--- config.mk ---
export PLATFORM = sky130hd
export DESIGN_NAME = avl_bus_n2n
export DESIGN_NICKNAME = d
export VERILOG_FILES = /design/src/hw/avl_bus_pkg.sv /design/src/hw/avl_bus_arbiter.sv /design/src/hw/avl_bus_timeout.sv /design/src/hw/avl_bus_addr_decode.sv /design/src/hw/avl_bus_datapath.sv /design/src/hw/avl_bus_n2n.sv
export SDC_FILE = /design/constraint.sdc
export NUM_CORES = 1
export LEC_CHECK = 0
export BUFFER_PORTS_ARGS = -buffer_cell sky130_fd_sc_hd__buf_2
export CAP_MARGIN = 0
export CORE_AREA = 2 2 285 287
export CTS_CLUSTER_DIAMETER = 100
export DETAILED_ROUTE_END_ITERATION = 8
export DIE_AREA = 0 0 287 289
export GPL_ROUTABILITY_DRIVEN = 1
export HOLD_SLACK_MARGIN = 0.02
export PLACE_DENSITY = 0.3
export SETUP_SLACK_MARGIN = 0.3
export SYNTH_ARGS = -nofsm -noshare
export SYNTH_HDL_FRONTEND = slang
export SYNTH_SLANG_ARGS = --single-unit
export TNS_END_PERCENT = 10
--- constraint.sdc ---
create_clock -name clk -period 5.6 [get_ports clk]
set_input_delay 1.12 -clock clk [delete_from_list [all_inputs] [get_ports clk]]
set_output_delay 1.12 -clock clk [all_outputs]
set_load 0.01 [all_outputs]
--- src/hw/avl_bus_pkg.sv ---
package avl_bus_pkg;

  //////////////////////////////////////////////////////////////////////
  // bus widths
  //////////////////////////////////////////////////////////////////////

  typedef logic [31:0] addr_t;  // byte address
  typedef logic [31:0] data_t;
  typedef logic [3:0]  be_t;

  //////////////////////////////////////////////////////////////////////
  // request and response bundles
  //////////////////////////////////////////////////////////////////////

  // master request, also used for the slave strobe
  typedef struct packed {
    logic  read;
    logic  write;
    addr_t addr;
    data_t wdata;
    be_t   byteenable;
  } avl_req_t;

  // reply seen by a master, ack is a one cycle pulse
  typedef struct packed {
    logic  ack;
    logic  err;
    data_t rdata;
  } avl_mrsp_t;

  typedef struct packed {
    logic  done;   // one cycle, no back-pressure
    data_t rdata;
  } avl_srsp_t;

  // transaction sequencer states
  typedef enum logic [1:0] {
    IDLE,
    ISSUE,
    WAIT,
    RESP
  } arb_state_t;

endpackage

--- src/hw/avl_bus_arbiter.sv ---
module avl_bus_arbiter #(
  parameter int MASTER_NUM = 3
) (
  input  logic                            clk,
  input  logic                            arst_n,
  input  logic [MASTER_NUM-1:0]           req_pending,
  input  logic                            unmapped,
  input  logic                            slave_done,
  input  logic                            expire,
  output avl_bus_pkg::arb_state_t         state,
  output logic [$clog2(MASTER_NUM)-1:0]   grant
);

  import avl_bus_pkg::*;

  localparam int GW = $clog2(MASTER_NUM);

  arb_state_t    state_nxt;
  logic [GW-1:0] ptr;       // first master to look at
  logic [GW-1:0] grant_q;
  logic [GW-1:0] winner;

  //////////////////////////////////////////////////////////////////////
  // round-robin search
  //////////////////////////////////////////////////////////////////////

  // walk from the highest offset down so the nearest requester wins
  always_comb begin
    int idx;
    winner = ptr;
    for (int off = MASTER_NUM - 1; off >= 0; off--) begin
      idx = (int'(ptr) + off) % MASTER_NUM;
      if (req_pending[idx]) begin
        winner = GW'(idx);
      end
    end
  end

  // winner is live while idle so the datapath can capture at the same edge
  assign grant = (state == IDLE) ? winner : grant_q;

  //////////////////////////////////////////////////////////////////////
  // transaction sequence
  //////////////////////////////////////////////////////////////////////

  always_comb begin
    state_nxt = state;
    case (state)
      IDLE: begin
        if (|req_pending) begin
          state_nxt = ISSUE;
        end
      end
      ISSUE: begin
        state_nxt = unmapped ? RESP : WAIT;  // no slave, no wait
      end
      WAIT: begin
        if (slave_done || expire) begin
          state_nxt = RESP;
        end
      end
      default: begin
        state_nxt = IDLE;
      end
    endcase
  end

  always_ff @(posedge clk or negedge arst_n) begin
    if (!arst_n) begin
      state   <= IDLE;
      grant_q <= '0;
      ptr     <= '0;
    end else begin
      state <= state_nxt;
      if (state == IDLE && (|req_pending)) begin
        grant_q <= winner;
      end
      if (state == RESP) begin
        // next search starts one past the served master
        ptr <= (grant_q == GW'(MASTER_NUM - 1)) ? '0 : grant_q + 1'b1;
      end
    end
  end

endmodule

--- src/hw/avl_bus_timeout.sv ---
module avl_bus_timeout #(
  parameter int TIMEOUT_CYCLES = 16
) (
  input  logic                    clk,
  input  logic                    arst_n,
  input  avl_bus_pkg::arb_state_t state,
  output logic                    expire
);

  import avl_bus_pkg::*;

  localparam int CW = $clog2(TIMEOUT_CYCLES + 1);

  logic [CW-1:0] cnt;

  // strobe goes out in ISSUE, so the first WAIT cycle is cycle one
  // and cnt hits zero on cycle TIMEOUT_CYCLES
  always_ff @(posedge clk or negedge arst_n) begin
    if (!arst_n) begin
      cnt <= '0;
    end else begin
      case (state)
        ISSUE: begin
          cnt <= CW'(TIMEOUT_CYCLES - 1);
        end
        WAIT: begin
          if (cnt != '0) begin
            cnt <= cnt - 1'b1;
          end
        end
        default: begin
          cnt <= '0;  // parked outside a transaction
        end
      endcase
    end
  end

  assign expire = (state == WAIT) && (cnt == '0);

endmodule

--- src/hw/avl_bus_addr_decode.sv ---
module avl_bus_addr_decode #(
  parameter int                 SLAVE_NUM = 4,
  parameter avl_bus_pkg::addr_t MAP_BASE [SLAVE_NUM] = '{
    32'h0000_0000,
    32'h0001_0000,
    32'h8000_0000,
    32'h8001_0000
  },
  parameter int                 MAP_FIELD_LEN [SLAVE_NUM] = '{16, 16, 16, 16}
) (
  input  avl_bus_pkg::addr_t               addr,
  output logic [$clog2(SLAVE_NUM+1)-1:0]   slave_sel,  // SLAVE_NUM means none
  output logic                             unmapped
);

  import avl_bus_pkg::*;

  localparam int SW = $clog2(SLAVE_NUM + 1);

  // upper len bits set, len of zero matches everything
  function automatic addr_t field_mask(int len);
    addr_t ones;
    ones = '1;
    if (len <= 0) begin
      return '0;
    end
    return ones << (32 - len);
  endfunction

  //////////////////////////////////////////////////////////////////////
  // map compare
  //////////////////////////////////////////////////////////////////////

  always_comb begin
    addr_t mask;
    slave_sel = SW'(SLAVE_NUM);
    unmapped  = 1'b1;
    // scan high to low so the lowest claiming slave is left
    for (int j = SLAVE_NUM - 1; j >= 0; j--) begin
      mask = field_mask(MAP_FIELD_LEN[j]);
      if ((addr & mask) == (MAP_BASE[j] & mask)) begin
        slave_sel = SW'(j);
        unmapped  = 1'b0;
      end
    end
  end

endmodule

--- src/hw/avl_bus_datapath.sv ---
module avl_bus_datapath #(
  parameter int MASTER_NUM = 3,
  parameter int SLAVE_NUM  = 4
) (
  input  logic                              clk,
  input  logic                              arst_n,
  input  avl_bus_pkg::avl_req_t             m_req [MASTER_NUM],
  output avl_bus_pkg::avl_mrsp_t            m_rsp [MASTER_NUM],
  output avl_bus_pkg::avl_req_t             s_req [SLAVE_NUM],
  input  avl_bus_pkg::avl_srsp_t            s_rsp [SLAVE_NUM],
  input  avl_bus_pkg::arb_state_t           state,
  input  logic [$clog2(MASTER_NUM)-1:0]     grant,
  input  logic [$clog2(SLAVE_NUM+1)-1:0]    slave_sel,
  output avl_bus_pkg::addr_t                cur_addr,
  output logic                              slave_done
);

  import avl_bus_pkg::*;

  localparam int GW = $clog2(MASTER_NUM);
  localparam int SW = $clog2(SLAVE_NUM + 1);

  avl_req_t req_q;      // captured master request
  data_t    rdata_q;
  logic     err_q;
  logic     sel_done;
  data_t    sel_rdata;

  //////////////////////////////////////////////////////////////////////
  // request side
  //////////////////////////////////////////////////////////////////////

  // last load happens at the edge that leaves IDLE
  always_ff @(posedge clk) begin
    if (state == IDLE) begin
      req_q <= m_req[grant];
    end
  end

  assign cur_addr = req_q.addr;

  always_comb begin
    for (int j = 0; j < SLAVE_NUM; j++) begin
      s_req[j] = '0;
      if (state == ISSUE && slave_sel == SW'(j)) begin
        s_req[j] = req_q;  // single-cycle strobe
      end
    end
  end

  //////////////////////////////////////////////////////////////////////
  // response side
  //////////////////////////////////////////////////////////////////////

  always_comb begin
    sel_done  = 1'b0;
    sel_rdata = '0;
    for (int j = 0; j < SLAVE_NUM; j++) begin
      if (slave_sel == SW'(j)) begin
        sel_done  = s_rsp[j].done;
        sel_rdata = s_rsp[j].rdata;
      end
    end
  end

  assign slave_done = (state == WAIT) && sel_done;  // late replies fall outside WAIT

  // err assumed until the slave answers; unmapped and timeout never clear it
  always_ff @(posedge clk or negedge arst_n) begin
    if (!arst_n) begin
      err_q <= 1'b0;
    end else if (state == ISSUE) begin
      err_q <= 1'b1;
    end else if (slave_done) begin
      err_q <= 1'b0;
    end
  end

  always_ff @(posedge clk) begin
    if (state == ISSUE) begin
      rdata_q <= '0;
    end else if (slave_done && req_q.read) begin
      rdata_q <= sel_rdata;
    end
  end

  always_comb begin
    for (int i = 0; i < MASTER_NUM; i++) begin
      m_rsp[i] = '0;
      if (state == RESP && grant == GW'(i)) begin
        m_rsp[i].ack   = 1'b1;
        m_rsp[i].err   = err_q;
        m_rsp[i].rdata = rdata_q;
      end
    end
  end

endmodule

--- src/hw/avl_bus_n2n.sv ---
module avl_bus_n2n #(
  parameter int                 MASTER_NUM     = 3,
  parameter int                 SLAVE_NUM      = 4,
  parameter int                 TIMEOUT_CYCLES = 16,
  parameter avl_bus_pkg::addr_t MAP_BASE [SLAVE_NUM] = '{
    32'h0000_0000,
    32'h0001_0000,
    32'h8000_0000,
    32'h8001_0000
  },
  parameter int                 MAP_FIELD_LEN [SLAVE_NUM] = '{16, 16, 16, 16}
) (
  input  logic                   clk,
  input  logic                   arst_n,
  input  avl_bus_pkg::avl_req_t  m_req [MASTER_NUM],
  output avl_bus_pkg::avl_mrsp_t m_rsp [MASTER_NUM],
  output avl_bus_pkg::avl_req_t  s_req [SLAVE_NUM],
  input  avl_bus_pkg::avl_srsp_t s_rsp [SLAVE_NUM]
);

  import avl_bus_pkg::*;

  logic [MASTER_NUM-1:0]          req_pending;
  arb_state_t                     state;
  logic [$clog2(MASTER_NUM)-1:0]  grant;
  logic [$clog2(SLAVE_NUM+1)-1:0] slave_sel;
  logic                           unmapped;
  logic                           slave_done;
  logic                           expire;
  addr_t                          cur_addr;

  for (genvar i = 0; i < MASTER_NUM; i++) begin : g_pending
    assign req_pending[i] = m_req[i].read | m_req[i].write;
  end

  //////////////////////////////////////////////////////////////////////
  // control
  //////////////////////////////////////////////////////////////////////

  avl_bus_arbiter #(
    .MASTER_NUM (MASTER_NUM)
  ) u_arbiter (
    .clk         (clk),
    .arst_n      (arst_n),
    .req_pending (req_pending),
    .unmapped    (unmapped),
    .slave_done  (slave_done),
    .expire      (expire),
    .state       (state),
    .grant       (grant)
  );

  avl_bus_timeout #(
    .TIMEOUT_CYCLES (TIMEOUT_CYCLES)
  ) u_timeout (
    .clk    (clk),
    .arst_n (arst_n),
    .state  (state),
    .expire (expire)
  );

  //////////////////////////////////////////////////////////////////////
  // address map and data
  //////////////////////////////////////////////////////////////////////

  avl_bus_addr_decode #(
    .SLAVE_NUM     (SLAVE_NUM),
    .MAP_BASE      (MAP_BASE),
    .MAP_FIELD_LEN (MAP_FIELD_LEN)
  ) u_addr_decode (
    .addr      (cur_addr),
    .slave_sel (slave_sel),
    .unmapped  (unmapped)
  );

  avl_bus_datapath #(
    .MASTER_NUM (MASTER_NUM),
    .SLAVE_NUM  (SLAVE_NUM)
  ) u_datapath (
    .clk        (clk),
    .arst_n     (arst_n),
    .m_req      (m_req),
    .m_rsp      (m_rsp),
    .s_req      (s_req),
    .s_rsp      (s_rsp),
    .state      (state),
    .grant      (grant),
    .slave_sel  (slave_sel),
    .cur_addr   (cur_addr),
    .slave_done (slave_done)
  );

endmodule

Word-level counts from Yosys, hierarchy flattened
Index checks and enable logic that the tools add are counted.

operators by class
  $add $sub $neg = 4
  divide/modulo/power cells = 3
  magnitude comparators = 4
  equality and inequality tests = 15
  muxes and demuxes = 48
  bitwise operators = 4
  reductions and logical operators = 21

operators by type and width
  kind                                                                           count
  70-bit 2-to-1 mux                                                              6
  70-bit binary-select mux with 2-bit select                                     1
  32-bit 2-to-1 mux                                                              4
  34-bit 2-to-1 mux                                                              3
  32-bit by 4-bit less-than comparator with 1-bit output, second input constant  3
  32-bit by 3-bit remainder unit with 32-bit output, second input constant       2
  16-bit == test, second input constant                                          2
  32-bit logical NOT                                                             1
  3-bit by 3-bit remainder unit with 32-bit output, second input constant        1
  1-bit 2-to-1 mux                                                               17
  16-bit by 1-bit == test with 1-bit output, second input constant               1
  2-bit 2-to-1 mux                                                               7
  3-bit 2-to-1 mux                                                               4
  1-bit logical AND                                                              11
  5-bit case mux with 2 select lines                                             1
  2-bit == test, second input constant                                           4
  1-bit binary-select mux with 2-bit select                                      3
  3-bit by 2-bit == test with 1-bit output, second input constant                2
  2-bit case mux with 3 select lines                                             1
  5-bit logical NOT                                                              1
  5-bit 2-to-1 mux                                                               1
  5-bit nonzero test                                                             1
  5-bit by 1-bit subtractor with 5-bit output, second input constant             1
  2-bit by 1-bit == test with 1-bit output, second input constant                2
  15 further kinds                                                               19

word-level totals
  register bits after elaboration = 114
  input port bits = 344
  output and inout port bits = 382
  logic and storage cells = 110

Depth between registers and ports, before layout
Gate-level depths: netlist (run 1).

  depth in word-level cells = 14
  depth in mapped cells = 12
  gate-level depth less buffers = 8

Modules after synthesis
Synthesis (run 1) repeated with hierarchy kept, for this count alone.

second synthesis, totals
  cells, all modules = 1055
  area, all modules = 9576.7 um^2

by module, submodules not included
  module               times used  cells an instance  area an instance (um^2)  seq. area each (um^2)
  avl_bus_datapath     1           951                8657.1                   2767.7
  avl_bus_arbiter      1           61                 511.7                    150.1
  avl_bus_timeout      1           30                 307.8                    125.1
  avl_bus_addr_decode  1           10                 81.3                     0.0
  avl_bus_n2n          1           3                  18.8                     0.0

Worst setup path after synthesis (run 1)
No wires, ideal clock.

  kind = reg2out
  start point = register u_arbiter.state[0]
  end point = output m_rsp[24] (netlist bit)
  arrival time = 3766 ps
  required time = 4480 ps
  slack = 714 ps
  stages on the path, launching flop included = 9
  path buffers = 2
  path through = dfrtp_1 -> inv_1 -> ha_1 -> inv_1 -> o41ai_2 -> and3_1 -> clkbuf_1 -> buf_2 -> and2_1

RTL lines
  item                    line                   source
  from (decl)             avl_bus_arbiter.sv:10  output avl_bus_pkg::arb_state_t state,
  from (signal assigned)  avl_bus_arbiter.sv:74  state <= state_nxt;
  to (decl)               avl_bus_n2n.sv:16      output avl_bus_pkg::avl_mrsp_t m_rsp [MASTER_NUM],

==> results of run 1 <==
-- critical path, delay by kind of cell (launching register included) --
| kind | cells | cell delay, ns |
|---|---|---|
| AO/OA/AOI/OAI | 1 | 0.14 |
| adder cells (fa/ha/maj) | 1 | 0.46 |
| buffers and inverters | 5 | 1.63 |
| flip-flops | 1 | 0.43 |
| AND/OR/NAND/NOR | 2 | 0.30 |
-- per-layer routing --
metal | part of all wire | global-route usage
met2 | 0.52 | 0.205
met4 | 0.016 | 0.0319
met5 | 0.00032 | 0
met3 | 0.059 | 0.0277
met1 | 0.40 | 0.134
-- report_power, final --
part           switching (W)  internal (W)  leakage [nW]
combinational        0.00148       0.00102          5.82
sequential          0.000295       0.00136          1.07
clock               0.000497      0.000747         0.290
total                0.00227       0.00313          7.18
-- synthesized netlist by cell type (2+ instances only) --
cell type / n / share of area
clkbuf_1: 37 / 0.014
ha_1: 9 / 0.012
nor3_1: 2 / 0.0010
o21ai_0: 5 / 0.0026
dfrtp_1: 12 / 0.031
nand3_1: 34 / 0.018
nor3_2: 2 / 0.0021
nor2b_1: 2 / 0.0013
xor2_1: 2 / 0.0018
edfxtp_1: 70 / 0.22
and4_1: 3 / 0.0027
buf_4: 64 / 0.050
inv_1: 10 / 0.0039
a21oi_1: 39 / 0.020
and3_1: 2 / 0.0013
o21ai_1: 2 / 0.0010
and2_1: 316 / 0.21
mux4_2: 33 / 0.077
nor3b_2: 2 / 0.0026
buf_12: 8 / 0.017
buf_2: 29 / 0.015
nor4_1: 3 / 0.0020
nor2_1: 8 / 0.0031
o2bb2ai_2: 70 / 0.11
o22ai_1: 3 / 0.0020
mux2i_1: 70 / 0.073
nand2b_1: 3 / 0.0020
a211oi_1: 3 / 0.0023
dfxtp_1: 32 / 0.067
or3_1: 2 / 0.0013
nand2_1: 45 / 0.018
nand4b_1: 2 / 0.0018
buf_1: 2 / 0.00078
-- registers in the layout, summed over array words and instances (netlist names) --
name and count:
u_timeout.cnt 5, u_datapath.err_q 1, u_arbiter.grant_q 2, u_datapath.cur_addr 32, u_datapath.req_q 38, u_arbiter.state 2
u_datapath.rdata_q 32, u_arbiter.ptr 2
-- through the flow --
| step | cells | hold WS (ns) | utilization | area (µm²) |
|---|---|---|---|---|
| 6_report | 2651 | 0.485 | 0.181 | 14500 |
| 5_1_grt | 2647 | 0.503 | 0.181 | 14500 |
| 4_1_cts | 2645 | 0.481 | 0.181 | 14500 |
| 3_5_place_dp | 2613 | 0.486 | 0.173 | 13900 |
| 3_3_place_gp | 2613 | 0.481 | 0.173 | 13900 |
| 2_1_floorplan | 1004 | 0.449 | - | 9840 |
-- cell usage in the layout, fill, tap and decap left out, types with 3 or more instances in the layout --
master / netlist / routed
buf_4: 64 / 21
bufinv_16: 0 / 4
mux2i_1: 70 / 70
nor3b_4: 1 / 3
clkinvlp_4: 0 / 5
a21oi_1: 39 / 39
inv_1: 10 / 10
dfrtp_1: 12 / 12
buf_2: 29 / 665
dfxtp_1: 32 / 32
o22ai_1: 3 / 3
clkbuf_16: 0 / 17
and2_1: 316 / 316
diode_2: 0 / 6
nand3_1: 34 / 34
nor4_1: 3 / 3
nand2b_1: 3 / 3
nor2_1: 8 / 8
buf_12: 8 / 4
inv_6: 0 / 3
o21ai_0: 5 / 5
o2bb2ai_2: 70 / 70
mux4_2: 33 / 33
conb_1: 1 / 60
edfxtp_1: 70 / 70
a211oi_1: 3 / 3
ha_1: 9 / 7
nand2_1: 45 / 45
-- kinds of logic (layout without fill, tap and decap cells) --
logic type	after synthesis	count (layout)	share of synthesized area
other	1	66	0.000390
adder cells (fa/ha/maj)	9	9	0.0117
flip-flops	114	114	0.316
multiplexers	104	104	0.151
AND/OR/NAND/NOR	433	433	0.270
AO/OA/AOI/OAI	130	130	0.146
buffers and inverters	151	732	0.102
XOR/XNOR	3	3	0.00273
-- layout make-up --
type                            instances  area, µm²
Antenna cell                            6       15.0
Sequential cell                       114       3040
Tap cell                             1060       1330
Clock buffer                           17        425
Timing Repair Buffer                  690       3570
Fill cell                            9060      65400
Inverter                               10       37.5
Multi-Input combinational cell        739       5880
Clock inverter                         15        205
-- path summary, 6_finish.rpt --
kind	startpoint	end	depth (start not counted)
min in group asynchronous	arst_n	u_arbiter.state[0]$_DFFE_PN0P_	1
max in group asynchronous	arst_n	u_timeout.cnt[2]$_DFFE_PN0N_	1
hold reg to reg	u_datapath.rdata_q[28]$_SDFFE_PP0P_	u_datapath.rdata_q[28]$_SDFFE_PP0P_	2
setup / recovery	u_arbiter.state[0]$_DFFE_PN0P_	m_rsp[64]	9
hold / removal	u_datapath.rdata_q[28]$_SDFFE_PP0P_	u_datapath.rdata_q[28]$_SDFFE_PP0P_	2
setup reg to reg	u_arbiter.state[0]$_DFFE_PN0P_	u_datapath.cur_addr[30]$_DFFE_PP_	9
==> flow_summary.toml, run 1 <==
[detailed_routing]
via_per_inst = 3.55
drt_first_pass_iters = 5
wl_per_cell_um = 18.6
routed_wl_mm = 49.3
drc_errors = 0
drtAntennaViolNets = 0
detail_route.iter0.violations = 375
vias = 9399

[worst_setup_path]
reg2reg_slack_ns = 1.73
slowest_delay_ns = 0.70
startpoint_type = "flop"
crit_fanout = 49
crit_arrival_ns = 3.51
crit_path_top_delay_cell = "buf_4"
path_cells = "inv_1, ha_4, buf_4, a221oi_4, buf_4, nor3_4, buf_4, and2_1, buf_2"
worstSetupPathType = "flop to primary output"
critPathRequiredTime_ns = 4.48
crit_path_end_kind = "primary output"
cpMostUsedCell = "buf_4"

[power_and_ir_drop]
vdd_drop_max_uv = 247
power.total_w = 0.00540
leakagePower_nw = 7.18
power.density_nw_per_um2 = 372

[synth]
synthFlopType = "edfxtp_1"
synth_seq_cells = 114
synth_sequential_area_ratio = 0.316
yosys_warnings = 0
synth.avg_cell_area_um2 = 10.2
async_reset_ff_frac = 0.105
yosysUniqueCellTypes = 52
synthCells = 945
synth_edf_count = 70
netlist_area_um2 = 9620

[clocking]
max-clock-path-buffers = 2
cts_setup_buffers = 0
cts_hold_buf = 0
cts_sinks = 114
cts-root-buf = "clkbuf_16"
htree_levels = 4
cts_buffers = 17
ctsResizeCount = 0
clk_pin_slew_ns = 0.07
clk_latency_ns = 0.47
cts_tree = "built"

[sta]
clock_skew_ns = 0.0175
rsz0062_at_grt = "no"
finalSetupViolations = 0
final_max_slew_viol_count = 0
fin_crit_ns = 4.63
min_period_over_period = 0.827
tightest_slew_ns = 0.909
max_slew_margin = 0.394
timing.final.ws_setup_ns = 0.969
tns_ns = 0
clock.fmax_ghz = 0.216
final_hold_viol_count = 0

[grt]
grt_pass1_vias = 9299
grt_max_degree = 50
gr-usage-all-layers = 0.114
grt_pass1_wl_mm = 67.4
globalRouteOverflowTotal = 0
grt_antenna_before_repair = 8

[placement]
port_buffers = 665
hpwl_mm = 39.1
gp_congestion = 0.768
pre_cts_ws_ns = 1.01

[final_layout]
syn2layout_area_growth_pct = 50.7
layout.nets = 1925
drive_above_1_share = 0.530

[worst_hold_path]
hold_class = "flop to flop"

[floorplanning]
core.rowCount = 104
die_h_um = 289
io_pins = 726
dieArea_um2 = 82900
die_w_um = 287
core_area_um2 = 79900
initial_core_util = 0.120

[job]
maxCapViolations = 0

[status]
status = "finished clean"
No activity file was read; power rests on OpenSTA's default activity.
==> run 2: changes to the inputs <==
--- a/config.mk
+++ b/config.mk
@@ -5,6 +5,7 @@
 export SDC_FILE = /design/constraint.sdc
 export NUM_CORES = 1
 export LEC_CHECK = 0
+export ABC_AREA = 1
 export BUFFER_PORTS_ARGS = -buffer_cell sky130_fd_sc_hd__buf_2
 export CAP_MARGIN = 0
 export CORE_AREA = 2 2 285 287
==> constraint.sdc (replaced) <==
create_clock -name clk -period 4.1 [get_ports clk]
set_input_delay 0.82 -clock clk [delete_from_list [all_inputs] [get_ports clk]]
set_output_delay 0.82 -clock clk [all_outputs]
set_load 0.01 [all_outputs]
==> flow_summary.toml, run 2 <==
[status]
status = "finished clean"

[synth]
yosys_warnings = 0
synthCells = 1524
async_reset_ff_frac = 0.105
synthFlopType = "edfxtp_1"
synth_sequential_area_ratio = 0.318
ys_top_cells_by_area = "edfxtp_1 (22%), nand3_1 (19%), nor2_1 (14%)"
synth_seq_cells = 114
netlist_area_um2 = 9570
synth_edf_count = 70
synth_top_area_frac = 0.220
yosysUniqueCellTypes = 35
synth.most_common_cell = "nor2_1"
synth.avg_cell_area_um2 = 6.28
yosys.area.top_type = "edfxtp_1"
synth_common_cells = "nor2_1 (362), nand3_1 (359), nand2_1 (256)"

[power_and_ir_drop]
power.density_nw_per_um2 = 531
vdd_drop_max_uv = 618
leakagePower_nw = 7.78
power.total_w = 0.00761

[grt]
use_met1 = 0.135
grt_antenna_before_repair = 5
met2_usage = 0.212
use_met3 = 0.0231
grt_pass1_wl_mm = 72.1
grt_max_degree = 141
globalRouteOverflowTotal = 0
gr-usage-all-layers = 0.116
grt_pass1_vias = 11400
busiest_layer = "met2"

[clocking]
cts_tree = "built"
clk_latency_ns = 0.46
htree_levels = 4
clk_pin_slew_ns = 0.06
cts-root-buf = "clkbuf_16"
cts_buffers = 17
max-clock-path-buffers = 2
cts_hold_buf = 0
cts_sinks = 114

[sta]
max_slew_margin = 0.353
final_max_slew_viol_count = 0
rsz0062_at_grt = "yes"
timing.final.ws_setup_ns = 0.487
clock_skew_ns = 0.0151
clock.fmax_ghz = 0.277
holdWs_ns = 0.253
final_hold_viol_count = 0
finalSetupViolations = 0
tns_ns = 0
fin_crit_ns = 3.61
tightest_slew_ns = 0.971
min_period_over_period = 0.881

[final_layout]
layout_common_cells = "buf_2 (665), nor2_1 (362), nand3_1 (358), nand2_1 (254), inv_1 (136)"
layout.nets = 2474
largest_reg_flops = 38
syn2layout_area_growth_pct = 49.8
stdcell_count = 3197
final_common_cell = "buf_2"
drive_above_1_share = 0.368
regMostFlops = "u_datapath.req_q"

[worst_setup_path]
slowest_delay_ns = 0.42
regToRegStartpoint = "u_arbiter.ptr[0]$_DFFE_PN0N_"
crit_path_top_delay_cell = "buf_4"
rr_worst_depth = 14
critPathRequiredTime_ns = 3.28
cpMostUsedCell = "nand2_1"
crit_path_end_kind = "primary output"
crit_arrival_ns = 2.79
reg2reg_slack_ns = 1.23
crit_fanout = 34
path_cells = "inv_1, ha_1, inv_1, nand2_1, nand3_1, nand2_1, a21oi_1, nand2_1, nand3_1, nand2_4, nand3_2, buf_4, nor2_1, buf_2"
worstSetupPathType = "flop to primary output"
startpoint_type = "flop"
r2r_end = "u_datapath.cur_addr[17]$_DFFE_PP_"

[floorplanning]
die_w_um = 287
dieArea_um2 = 82900
core_area_um2 = 79900
initial_core_util = 0.120
die_h_um = 289
io_pins = 726
core.rowCount = 104

[placement]
port_buffers = 665
hpwl_mm = 39.4
pre_cts_ws_ns = 0.707
dp_cells = 3162
gp_congestion = 0.856

[detailed_routing]
drc_errors = 0
drtAntennaViolNets = 0
drt_first_pass_iters = 5
routed_wl_mm = 50.8
vias = 12000
detail_route.iter0.violations = 612
wl_per_cell_um = 15.9
via_per_inst = 3.75

[job]
maxCapViolations = 0

[worst_hold_path]
hold_class = "primary input to asynchronous set/reset pin"
[run 2: worst max path at each step]
stage / slack, ns / from / end
2_1_floorplan: 0.74 / u_arbiter.state[0]$_DFFE_PN0P_ / m_rsp[24]
3_3_place_gp: 0.72 / m_req[138] / m_rsp[36]
3_5_place_dp: 0.71 / m_req[138] / m_rsp[44]
4_1_cts: 0.38 / u_arbiter.ptr[0]$_DFFE_PN0N_ / m_rsp[44]
5_1_grt: 0.23 / u_arbiter.ptr[0]$_DFFE_PN0N_ / m_rsp[14]
6_report: 0.49 / u_arbiter.ptr[0]$_DFFE_PN0N_ / m_rsp[11]
[run 2: layout make-up]
class | count | area (µm²)
Fill cell | 9355 | 65600
Timing Repair Buffer | 686 | 3540
Tap cell | 1060 | 1330
Clock inverter | 12 | 189
Inverter | 145 | 544
Antenna cell | 4 | 10.0
Sequential cell | 114 | 3040
Clock buffer | 19 | 433
Multi-Input combinational cell | 1157 | 5250
[run 2: metal layers]
metal | wire length [µm] | vias to the layer above
li1 | - | 5908
met1 | 20800 | 5541
met2 | 26100 | 483
met3 | 2950 | 38
met4 | 887 | 4
met5 | 24 | -
[run 2: logic make-up (layout without fill, tap and decap cells)]
group	after synthesis	after routing	share of synthesized area
AO/OA/AOI/OAI	21	21	0.0136
adder cells (fa/ha/maj)	9	9	0.0118
buffers and inverters	312	862	0.161
flip-flops	114	114	0.318
other	1	64	0.000392
AND/OR/NAND/NOR	1067	1067	0.495
[run 2: metrics by stage]
step | utilization | cell area (µm²)
after floorplan | - | 9790
after global placement | 0.171 | 13700
after detailed placement | 0.171 | 13700
after CTS | 0.179 | 14300
after global routing | 0.179 | 14300
final | 0.179 | 14300
[run 2: critical path, delay by kind of cell (launching register included)]
| kind | cells | cell delay (ns) |
|---|---|---|
| AOI/OAI and AO/OA | 1 | 0.12 |
| adders and majority gates | 1 | 0.33 |
| buffers and inverters | 4 | 0.82 |
| DFF | 1 | 0.37 |
| and+or+nand+nor | 8 | 0.68 |
[run 2: timing repair]
item	CTS	global route
endpoints found under the setup margin	1	103
buffers inserted	0	0
resized for setup	1	2
hold endpoints to repair	0	0
[run 2: report_power, final]
part           switching (W)  internal, W  leakage (nW)
registers           0.000173      0.00194          1.09
logic                0.00284     0.000994          6.39
clock network       0.000603      0.00107         0.302
==> run 3: changes to the inputs <==
--- a/config.mk
+++ b/config.mk
@@ -8,10 +8,10 @@
 export ABC_AREA = 1
 export BUFFER_PORTS_ARGS = -buffer_cell sky130_fd_sc_hd__buf_2
 export CAP_MARGIN = 0
-export CORE_AREA = 2 2 285 287
+export CORE_AREA = 2 2 282 284
 export CTS_CLUSTER_DIAMETER = 100
 export DETAILED_ROUTE_END_ITERATION = 8
-export DIE_AREA = 0 0 287 289
+export DIE_AREA = 0 0 284 286
 export GPL_ROUTABILITY_DRIVEN = 1
 export HOLD_SLACK_MARGIN = 0.02
 export PLACE_DENSITY = 0.3
==> flow_summary.toml, run 3 (synthesis results as in run 2) <==
[detailed_routing]
vias = 12100
drtAntennaViolNets = 0
via_per_inst = 3.79
detail_route.iter0.violations = 556
drc_errors = 0
wl_per_cell_um = 16.7
drt_first_pass_iters = 5
routed_wl_mm = 53.4

[clocking]
max-clock-path-buffers = 2
htree_levels = 4
cts_tree = "built"
cts-root-buf = "clkbuf_16"
cts_buffers = 17
cts_hold_buf = 0
clk_pin_slew_ns = 0.06
clk_latency_ns = 0.47
cts_sinks = 114

[grt]
globalRouteOverflowTotal = 0
use_met1 = 0.141
use_met3 = 0.0341
grt_pass1_vias = 11800
grt_max_degree = 141
met2_usage = 0.228
grt_pass1_wl_mm = 76.6
busiest_layer = "met2"
gr-usage-all-layers = 0.126
grt_antenna_before_repair = 7

[power_and_ir_drop]
leakagePower_nw = 7.83
power.density_nw_per_um2 = 535
vdd_drop_max_uv = 688
power.total_w = 0.00772

[floorplanning]
initial_core_util = 0.122
core_area_um2 = 78400
die_h_um = 286
dieArea_um2 = 81200
core.rowCount = 103
io_pins = 726
die_w_um = 284

[sta]
max_slew_margin = 0.384
tns_ns = 0
timing.final.ws_setup_ns = 0.545
final_hold_viol_count = 0
rsz0062_at_grt = "yes"
min_period_over_period = 0.867
clock.fmax_ghz = 0.281
clock_skew_ns = 0.0165
fin_crit_ns = 3.55
tightest_slew_ns = 0.924
finalSetupViolations = 0
final_max_slew_viol_count = 0

[final_layout]
postLayoutCoreUtil = 0.184
layout_common_cells = "buf_2 (665), nor2_1 (362), nand3_1 (358), nand2_1 (254), inv_1 (135)"
regMostFlops = "u_datapath.req_q"
syn2layout_area_growth_pct = 50.9
final_common_cell = "buf_2"
largest_reg_flops = 38
drive_above_1_share = 0.373
layout.nets = 2485

[worst_setup_path]
crit_fanout = 6
critPathRequiredTime_ns = 3.28
cpMostUsedCell = "nand2_1"
worstSetupPathType = "flop to primary output"
rr_worst_depth = 16
crit_buf_inv = 3
path_cells = "inv_1, ha_1, inv_2, nor2_1, nand2_1, nand2_1, nand2_1, nand2_1, nand2_1, nand2_1, nand2_1, nand2_1, nand2_4, nand3_4, nor2_1, buf_2"
startpoint_type = "flop"
slowest_delay_ns = 0.36
crit_cells = 16
crit_arrival_ns = 2.73
path_delay_family = "simple AND/OR/NAND/NOR gates"
crit_path_end_kind = "primary output"
crit_path_top_delay_cell = "dfrtp_1"

[job]
maxCapViolations = 0

[status]
status = "finished clean"

[placement]
pre_cts_ws_ns = 0.462
gp_congestion = 0.929
port_buffers = 665
hpwl_mm = 42.4

[worst_hold_path]
hold_class = "primary input to asynchronous set/reset pin"
==> run 3: layer usage <==
| metal | vias to the layer above | wire, µm |
|---|---|---|
| met2 | 500 | 27300 |
| met3 | 62 | 3500 |
| met4 | 10 | 1510 |
| met5 | - | 69 |
| li1 | 5932 | - |
| met1 | 5597 | 21100 |
==> run 3: final timing paths <==
check	start	end	slack [ns]
setup / recovery	u_arbiter.ptr[0]$_DFFE_PN0N_	m_rsp[91]	0.55
hold / removal	arst_n	u_timeout.cnt[4]$_DFFE_PN0N_	0.26
setup reg to reg	u_arbiter.ptr[0]$_DFFE_PN0N_	u_datapath.req_q[3]$_DFFE_PP_	1.12
hold reg to reg	u_datapath.err_q$_DFFE_PN0P_	u_datapath.err_q$_DFFE_PN0P_	0.51
max in group asynchronous	arst_n	u_arbiter.grant_q[1]$_DFFE_PN0P_	3.59
min in group clk	u_datapath.err_q$_DFFE_PN0P_	u_datapath.err_q$_DFFE_PN0P_	0.51
==> run 3: layout make-up <==
cell class | count | area, µm²
diodes | 2 | 5.00
fillers | 9210 | 63900
clock inverters | 15 | 191
clock buffers | 17 | 425
inverters | 145 | 544
multi-input cells | 1157 | 5270
well taps | 1050 | 1310
repair buffers | 697 | 3650
flip-flops and latches | 114 | 3040
==> run 3: worst reg2reg max path, delay by kind of cell, from the launching register on <==
family        cells  cell delay, ns
simple gates     11            1.22
flops             1            0.36
fa+ha+maj         1            0.31
buf+inv           4            0.98
==> run 3: through the flow <==
stage          hold WS [ns]  cell area (µm²)  instances
2_1_floorplan         0.442             9790       1583
3_3_place_gp          0.513            13800       3160
3_5_place_dp          0.513            13800       3160
4_1_cts               0.202            14400       3192
5_1_grt               0.229            14400       3197
6_report              0.258            14400       3197
==> run 3: timing repair <==
action,in CTS,in global routing
pin swaps,0,2
gates resized for setup,1,5
buffers inserted,0,3
endpoints found under the setup margin,56,176
endpoints found under the hold margin,0,0
==> run 3: power by group <==
group / internal, W / leakage (nW) / switching (W) / total (W)
clock: 0.00101 / 0.292 / 0.000623 / 0.00163
sequential: 0.00194 / 1.09 / 0.000180 / 0.00212
combinational: 0.00105 / 6.45 / 0.00292 / 0.00397
